## src/source/line_pkg.sv

```systemverilog
// scanline buffer definitions
package line_pkg;

    // geometry defaults, the top level passes these down as parameters
    localparam int default_blocks           = 2;   // RAM blocks side by side
    localparam int default_block_addr_width = 6;   // top address bit picks the bank
    localparam int default_block_data_width = 16;  // lane width of one block

    // active words must fit into half of one block, which is one bank
    localparam int default_line_words  = 24;
    localparam int default_blank_words = 8;

    // state of the bank the writer currently owns
    //   filling  the writer may store words and close the line with a done pulse
    //   full     the line is complete and waits for the next line start
    typedef enum logic {
        filling = 1'b0,
        full    = 1'b1
    } bank_state_t;

endpackage

```

## src/source/bank_ctrl.sv

```systemverilog
// bank handover controller
`timescale 1ns/1ps

module bank_ctrl (
    input  logic                  rclk,
    input  logic                  rst_n,
    input  logic                  line_start,
    input  logic                  wr_done,
    output logic                  wr_bank,
    output logic                  rd_bank,
    output logic                  line_valid,
    output logic                  underrun,
    output logic                  wr_ready,
    output line_pkg::bank_state_t state
);
    logic take;          // a full bank moves to the reader in this cycle
    logic rd_bank_q;
    logic line_valid_q;

    // the handover looks at the state before any done pulse of this cycle
    assign take     = line_start && (state == line_pkg::full);
    assign underrun = line_start && (state != line_pkg::full);
    assign wr_ready = state == line_pkg::filling;

    // the reader addresses column 0 in the line start cycle itself,
    // so bank and validity of the new line are presented right away
    assign rd_bank    = take ? wr_bank : rd_bank_q;
    assign line_valid = line_start ? take : line_valid_q;

    always_ff @(posedge rclk or negedge rst_n) begin
        if (!rst_n) begin
            state <= line_pkg::filling;
        end else begin
            unique case (state)
                line_pkg::filling: begin
                    if (wr_done) begin
                        state <= line_pkg::full;  // done is only seen while writable
                    end
                end
                line_pkg::full: begin
                    if (line_start) begin
                        state <= line_pkg::filling;
                    end
                end
            endcase
        end
    end

    always_ff @(posedge rclk or negedge rst_n) begin
        if (!rst_n) begin
            wr_bank      <= 1'b0;
            rd_bank_q    <= 1'b1;
            line_valid_q <= 1'b0;
        end else begin
            if (line_start) begin
                line_valid_q <= take;  // held for the rest of the period
            end
            if (take) begin
                // the writer gets the bank the reader just finished
                rd_bank_q <= wr_bank;
                wr_bank   <= ~wr_bank;
            end
        end
    end

endmodule

```

## src/source/bram.sv

```systemverilog
// block RAM wrapper
`timescale 1ns/1ps

module bram_block #(
    parameter int read_after_write = 0,
    parameter int addr_width       = 8,
    parameter int data_width       = 16
) (
    input  logic [addr_width-1:0] waddr,
    input  logic [addr_width-1:0] raddr,
    input  logic [data_width-1:0] wdata,
    input  logic                  write_enable,
    input  logic                  wclk,
    input  logic                  rclk,
    output logic [data_width-1:0] rdata
);
    localparam int depth = 1 << addr_width;

    // FPGA flows take the zero contents as the power-up image
    logic [data_width-1:0] mem [depth] = '{default: '0};

    always_ff @(posedge wclk) begin
        if (write_enable) begin
            mem[waddr] <= wdata;
        end
    end

    generate
        if (read_after_write != 0) begin : g_addr_reg
            // registered address, so a word written at the same edge is seen
            logic [addr_width-1:0] raddr_q;

            always_ff @(posedge rclk) begin
                raddr_q <= raddr;
            end

            assign rdata = mem[raddr_q];
        end else begin : g_data_reg
            always_ff @(posedge rclk) begin
                rdata <= mem[raddr];  // old contents on a same-address write
            end
        end
    endgenerate

endmodule

module bram #(
    parameter int read_after_write = 0,
    parameter int blocks           = 1,   // each block adds one lane of width
    parameter int block_addr_width = 8,
    parameter int block_data_width = 16
) (
    input  logic                                 wclk,
    input  logic                                 rclk,
    input  logic [block_addr_width-1:0]          waddr,
    input  logic [block_addr_width-1:0]          raddr,
    input  logic [blocks*block_data_width-1:0]   wdata,
    input  logic [blocks-1:0]                    write_mask,
    output logic [blocks*block_data_width-1:0]   rdata
);
    // all lanes share one address, a clear mask bit leaves that lane untouched
    for (genvar i = 0; i < blocks; i++) begin : g_lane
        bram_block #(
            .read_after_write(read_after_write),
            .addr_width      (block_addr_width),
            .data_width      (block_data_width)
        ) u_block (
            .waddr       (waddr),
            .raddr       (raddr),
            .wdata       (wdata[i*block_data_width +: block_data_width]),
            .write_enable(write_mask[i]),
            .wclk        (wclk),
            .rclk        (rclk),
            .rdata       (rdata[i*block_data_width +: block_data_width])
        );
    end

endmodule

```

## src/source/line_buffer_top.sv

```systemverilog
// double-buffered scanline store
`timescale 1ns/1ps

module line_buffer_top #(
    parameter int blocks           = line_pkg::default_blocks,
    parameter int block_addr_width = line_pkg::default_block_addr_width,
    parameter int block_data_width = line_pkg::default_block_data_width,
    parameter int line_words       = line_pkg::default_line_words,
    parameter int blank_words      = line_pkg::default_blank_words,
    parameter int read_after_write = 0,
    localparam int data_width      = blocks * block_data_width,
    localparam int col_width       = $clog2(line_words + blank_words),
    localparam int rd_col_width    = block_addr_width - 1
) (
    input  logic                        rclk,
    input  logic                        rst_n,
    input  logic                        wr_en,
    input  logic [block_addr_width-2:0] wr_addr,
    input  logic [data_width-1:0]       wr_data,
    input  logic [blocks-1:0]           wr_mask,
    input  logic                        wr_done,
    output logic                        wr_ready,
    output logic [data_width-1:0]       pix_data,
    output logic                        pix_valid,
    output logic                        line_sync,
    output logic                        underrun
);
    logic [col_width-1:0]        col;
    logic                        active;
    logic                        line_start;
    logic                        wr_bank;
    logic                        rd_bank;
    logic                        line_valid;
    line_pkg::bank_state_t       state;
    logic [block_addr_width-1:0] raddr;
    logic [data_width-1:0]       rdata;

    // the writer always targets the bank the reader does not hold
    wire [block_addr_width-1:0] waddr = {wr_bank, wr_addr};

    // lanes only write while the producer strobes and the bank is open
    wire [blocks-1:0] wr_lanes = wr_mask & {blocks{wr_en & wr_ready}};

    // active columns stay below half the block depth, so this never drops a set bit
    wire [rd_col_width-1:0] rd_col = rd_col_width'(col);

    scan_timer #(
        .line_words (line_words),
        .blank_words(blank_words)
    ) u_scan_timer (
        .rclk      (rclk),
        .rst_n     (rst_n),
        .col       (col),
        .active    (active),
        .line_start(line_start)
    );

    bank_ctrl u_bank_ctrl (
        .rclk      (rclk),
        .rst_n     (rst_n),
        .line_start(line_start),
        .wr_done   (wr_done),
        .wr_bank   (wr_bank),
        .rd_bank   (rd_bank),
        .line_valid(line_valid),
        .underrun  (underrun),
        .wr_ready  (wr_ready),
        .state     (state)
    );

    // single clock design, both RAM ports run on rclk
    bram #(
        .read_after_write(read_after_write),
        .blocks          (blocks),
        .block_addr_width(block_addr_width),
        .block_data_width(block_data_width)
    ) u_bram (
        .wclk      (rclk),
        .rclk      (rclk),
        .waddr     (waddr),
        .raddr     (raddr),
        .wdata     (wr_data),
        .write_mask(wr_lanes),
        .rdata     (rdata)
    );

    pixel_out #(
        .blocks          (blocks),
        .block_addr_width(block_addr_width),
        .block_data_width(block_data_width)
    ) u_pixel_out (
        .rclk      (rclk),
        .rst_n     (rst_n),
        .col       (rd_col),
        .active    (active),
        .line_start(line_start),
        .rd_bank   (rd_bank),
        .line_valid(line_valid),
        .raddr     (raddr),
        .rdata     (rdata),
        .pix_data  (pix_data),
        .pix_valid (pix_valid),
        .line_sync (line_sync)
    );

endmodule

```

## src/source/pixel_out.sv

```systemverilog
// pixel output stage
`timescale 1ns/1ps

module pixel_out #(
    parameter int blocks           = line_pkg::default_blocks,
    parameter int block_addr_width = line_pkg::default_block_addr_width,
    parameter int block_data_width = line_pkg::default_block_data_width,
    localparam int data_width      = blocks * block_data_width
) (
    input  logic                        rclk,
    input  logic                        rst_n,
    input  logic [block_addr_width-2:0] col,
    input  logic                        active,
    input  logic                        line_start,
    input  logic                        rd_bank,
    input  logic                        line_valid,
    output logic [block_addr_width-1:0] raddr,
    input  logic [data_width-1:0]       rdata,
    output logic [data_width-1:0]       pix_data,
    output logic                        pix_valid,
    output logic                        line_sync
);
    logic active_d1;
    logic start_d1;
    logic valid_d1;

    assign raddr = {rd_bank, col};  // bank bit on top, column below

    // first stage lines up with the RAM read latency
    always_ff @(posedge rclk or negedge rst_n) begin
        if (!rst_n) begin
            active_d1 <= 1'b0;
            start_d1  <= 1'b0;
            valid_d1  <= 1'b0;
        end else begin
            active_d1 <= active;
            start_d1  <= line_start;
            valid_d1  <= line_valid;
        end
    end

    // second stage is the output register
    always_ff @(posedge rclk or negedge rst_n) begin
        if (!rst_n) begin
            pix_valid <= 1'b0;
            line_sync <= 1'b0;
        end else begin
            pix_valid <= active_d1;
            line_sync <= start_d1;
        end
    end

    // an underrun line and the blanking columns go out as zero words
    always_ff @(posedge rclk) begin
        pix_data <= (active_d1 && valid_d1) ? rdata : '0;
    end

endmodule

```

## src/source/scan_timer.sv

```systemverilog
// line scan timer
`timescale 1ns/1ps

module scan_timer #(
    parameter int line_words  = line_pkg::default_line_words,
    parameter int blank_words = line_pkg::default_blank_words,
    localparam int period     = line_words + blank_words,
    localparam int col_width  = $clog2(period)
) (
    input  logic                 rclk,
    input  logic                 rst_n,
    output logic [col_width-1:0] col,
    output logic                 active,
    output logic                 line_start
);
    logic last_col;

    // the period need not be a power of two, so the wrap is decoded
    assign last_col = col == col_width'(period - 1);

    always_ff @(posedge rclk or negedge rst_n) begin
        if (!rst_n) begin
            col <= '0;
        end else if (last_col) begin
            col <= '0;
        end else begin
            col <= col + col_width'(1);
        end
    end

    // active columns come first, blanking fills the rest of the period
    assign active = col < col_width'(line_words);

    // column 0 is the first cycle after reset release as well
    assign line_start = col == '0;

endmodule

```

## config.mk

```make
export PLATFORM = sky130hd
export DESIGN_NAME = line_buffer_top
export DESIGN_NICKNAME = d
export VERILOG_FILES = /design/src/source/line_pkg.sv /design/src/source/bank_ctrl.sv /design/src/source/bram.sv /design/src/source/line_buffer_top.sv /design/src/source/pixel_out.sv /design/src/source/scan_timer.sv
export SDC_FILE = /design/constraint.sdc
export NUM_CORES = 2
export LEC_CHECK = 0
export BUFFER_PORTS_ARGS = -buffer_cell sky130_fd_sc_hd__buf_4
export CAP_MARGIN = 20
export CORE_ASPECT_RATIO = 1.1
export CORE_MARGIN = 1.5
export CORE_UTILIZATION = 39
export DETAILED_ROUTE_END_ITERATION = 7
export GPL_TIMING_DRIVEN = 0
export PLACE_DENSITY = 0.57
export SLEW_MARGIN = 20
export SYNTH_ARGS = -nofsm -noshare
export SYNTH_HDL_FRONTEND = slang
export SYNTH_SLANG_ARGS = --single-unit
```

## constraint.sdc

```tcl
create_clock -name rclk -period 3.51 [get_ports rclk]
set_clock_uncertainty 0.15 [all_clocks]
set_input_delay 0.351 -clock rclk [delete_from_list [all_inputs] [get_ports rclk]]
set_output_delay 0.351 -clock rclk [all_outputs]
set_load 0.01 [all_outputs]
```

==> flow_summary.yaml <==
critical_path:
  r2r-start: "u_scan_timer.col[3]$_DFF_PN0_"
  r2r-end: "u_bram.g_lane[0].u_block.rdata[7]$_DFF_P_"
  crit_slowest_cell: "clkdlybuf4s15_1"
  ff2ff_setup_slack_ns: -0.10
  worst_setup_path_start_kind: "flop"
  critPathBufInv: 3
  path_delay_family: "buffers and inverters"
  crit_path_max_fanout: 10
  cp-end-kind: "flop"
  cp.required_ns: 4.08
  critPathArrivalTime_ns: 4.18
  ff2ff_path_depth: 7
  worstSetupPathType: "flop to flop"
  startpoint: "u_scan_timer.col[3]$_DFF_PN0_"
  slowest_delay_ns: 0.84
  cp_cell_sequence: "nor2b_1 > buf_2 > clkbuf_2 > clkdlybuf4s15_1 > a22oi_1 > nand3_1 > a22o_2"
drt:
  vias_per_cell: 6.18
  route.detailed.drc: 0
  drt-initial-drc-count: 7345
  finalWirelength_um: 285000
  vias: 43500
  firstDrtPassIters: 6
  route.antenna.remaining_nets: 0
  wl_per_cell_um: 40.4
die:
  start_util_pct: 39.2
  num_rows: 174
  fp.dieH_um: 478
  dieArea_mm2: 0.208
  ios: 79
  fp.dieW_um: 435
  coreArea_mm2: 0.204
min_path:
  min_to: "u_bank_ctrl.state$_DFF_PN0_"
  holdCritPathClass: "input port to flop"
  whs_path_depth: 3
  worstHoldStart: "wr_done"
run:
  cap_violations: 0
power_and_ir_drop:
  sequentialPowerShare_pct: 55.3
  switching_share_pct: 20.4
  p_clk_share_pct: 43.6
  internal_power_mw: 40.0
  leakagePower_nw: 30.4
  peakVddDrop_v: 0.000532
  power_density_mw_per_mm2: 528
  p_comb_share_pct: 1.1
  p_sw_mw: 10.2
grt:
  grt_use_total_pct: 27.0
  grt_max_degree: 65
  grt_pass1_vias: 41800
  antenna_found_initial: 29
  grt.overflow.total: 0
  grt_pass1_wl_um: 374000
clock_tree:
  cts.sinks: 2125
  clkTransAtPathRegs_ns: 0.06
  worstSkewPairLatency_ns: 0.88
  ctsHtreeMaxLevel: 4
  cts_root_buf: "clkbuf_16"
  max-clock-path-buffers: 3
  numCtsBuffers: 210
  cts_tree: "yes"
layout:
  layout_common_cells: "edfxtp_1 (2,048), mux4_2 (411), clkbuf_16 (215), mux2i_1 (201), nor2_4 (128)"
  ff_latch_area_mm2: 0.0631
  num-fill-cells: 17000
  mostFrequentLayoutCell: "edfxtp_1"
  fin_util_pct: 46.6
  fin_area_mm2: 0.0951
  syn2layout_area_growth_pct: 18.9
  multi_input_area_mm2: 0.0172
  drive_above_1_share_pct: 29.4
  fin_nets: 4176
logic_synthesis:
  syn_avg_cell_area_um2: 21.6
  yosysTopAreaCell: "edfxtp_1"
  ys_seq_elements: 2125
  ys_types: 49
  synth-edff-count: 2048
  yosys_warnings: 0
  syn_area_mm2: 0.0800
  post-synth-top-area-fraction_pct: 76.8
  synthFlopType: "edfxtp_1"
  synth_nets: 3745
  synthCells: 3699
  synth_area_leaders: "edfxtp_1 (77%), mux4_2 (12%), mux2i_1 (2.5%)"
  ys_seq_area_share_pct: 78.8
  async_flop_share_pct: 0.612
timing:
  max_slew_margin_pct: 15.6
  finalMaxSlewViolations: 0
  setup_ws_ns: -0.101
  whs_ns: 0.125
  tightestPinTransition_ns: 1.27
  finalSetupViolCount: 219
  tns_ns: -5.39
  clock.fmax_mhz: 277
  fin_crit_ns: 3.61
  finalCritPeriodShare_pct: 103
  hold_viol: 0
place:
  post-dp-hpwl_um: 188000
  pre_cts_ws_ns: -2.13
  io_buffers: 75
  place_congestion: 0.936
  postPlaceCellArea_mm2: 0.0874
run_status:
  violations: "negative setup slack"
  status: "finished, violations left"
flip-flops by register name, summed over array words and instances (netlist names), named ones only:
register	count
u_pixel_out.pix_valid	1
u_bank_ctrl.wr_bank	1
u_bank_ctrl.line_valid_q	1
u_pixel_out.active_d1	1
u_bank_ctrl.state	1
u_pixel_out.pix_data	32
u_bram.g_lane.u_block.mem	2048
u_pixel_out.start_d1	1
u_pixel_out.line_sync	1
u_bram.g_lane.u_block.rdata	32
u_scan_timer.col	5
power groups by stage:
stage | combinational (mW) | sequential (mW) | clock [mW]
after CTS | 0.549 | 27.8 | 21.9
after global routing | 0.579 | 27.8 | 22.9
final | 0.558 | 27.8 | 21.9
after detailed placement | 0.514 | 28.3 | 0
after global placement | 0.451 | 28.3 | 0
after floorplan | 0.0210 | 28.3 | 0
how the worst max path moves through the flow:
stage / to / depth (start not counted) / slack, ns
after floorplan: u_bram.g_lane[0].u_block.rdata[1]$_DFF_P_ / 13 / 0.64
after global placement: u_bram.g_lane[0].u_block.rdata[0]$_DFF_P_ / 8 / -2.20
after detailed placement: u_bram.g_lane[0].u_block.rdata[5]$_DFF_P_ / 12 / -2.13
after CTS: u_bram.g_lane[0].u_block.rdata[2]$_DFF_P_ / 8 / 0.009
after global routing: u_bram.g_lane[0].u_block.mem[56][5]$_DFFE_PP_ / 5 / -0.01
final: u_bram.g_lane[0].u_block.rdata[7]$_DFF_P_ / 7 / -0.10
Yosys cell counts, types with 2 or more instances:
cell	number
a22oi_1	125
a211oi_1	21
inv_2	2
and3_1	33
a211o_1	5
dfxtp_1	64
inv_1	3
o22ai_1	16
nor2b_1	4
nor2_1	151
edfxtp_1	2048
ha_1	3
a22o_1	47
nand3b_1	6
mux4_2	411
a21oi_1	103
buf_1	18
xnor2_1	2
buf_4	25
buf_2	58
dfrtp_1	12
nand2_1	54
a221oi_1	4
buf_6	5
clkbuf_1	112
mux4_1	2
a221oi_2	2
nor3_1	8
nand3_1	32
o21ai_0	5
a32o_1	6
a31oi_1	8
o221ai_1	82
or3b_2	4
or3_1	2
mux2i_1	202
buf_12	2
metrics by stage:
| step | std cells | total power, mW |
|---|---|---|
| 6_report | 7045 | 50.2 |
| 4_1_cts | 7023 | 50.3 |
| 5_1_grt | 7044 | 51.2 |
| 3_5_place_dp | 6593 | 28.8 |
| 2_1_floorplan | 3699 | 28.3 |
| 3_3_place_gp | 6502 | 28.8 |
worst reg2reg max path, stage by stage (launching register included):
cell	delay (ns)
dfrtp_1	0.44
nor2b_1	0.16
buf_2	0.26
clkbuf_2	0.41
clkdlybuf4s15_1	0.86
a22oi_1	0.49
nand3_1	0.28
a22o_2	0.39
layout make-up:
class                      count  area share (%)
clock inverter               102           0.864
antenna                        8          0.0210
inverter                       6          0.0289
timing repair buffer         221            3.57
tap                         2728            3.59
buffer                       219            1.46
clock buffer                 289            6.09
multi-input combinational   1347            18.0
sequential                  2125            66.3
per-layer routing:
| metal | track usage [%] | vias to the layer above | routed length, um |
|---|---|---|---|
| li1 | - | 16500 | - |
| met1 | 34.1 | 23300 | 102000 |
| met2 | 41.7 | 3020 | 131000 |
| met3 | 6.87 | 681 | 31100 |
| met4 | 17.3 | 8 | 21000 |
| met5 | 0.0922 | - | 51 |
cells by family after synthesis:
group / Yosys count / synth area share [%]
compound gates: 426 / 3.87
xor+xnor: 3 / 0.0328
fa+ha+maj: 3 / 0.0469
buf+inv: 227 / 1.37
flops: 2125 / 78.8
mux: 616 / 14.2
simple gates: 299 / 1.67
repair_timing:
| item | 4_1_cts | 5_1_grt |
|---|---|---|
| resized for setup | 159 | 18 |
| hold buffers | 36 | 0 |
| setup endpoints to repair | 34 | 28 |
| pin swaps | 1 | 3 |
| gates cloned | 0 | 1 |
| setup buffers | 4 | 13 |
| endpoints found under the hold margin | 1966 | 0 |
Power figures use the tool's default switching activity.
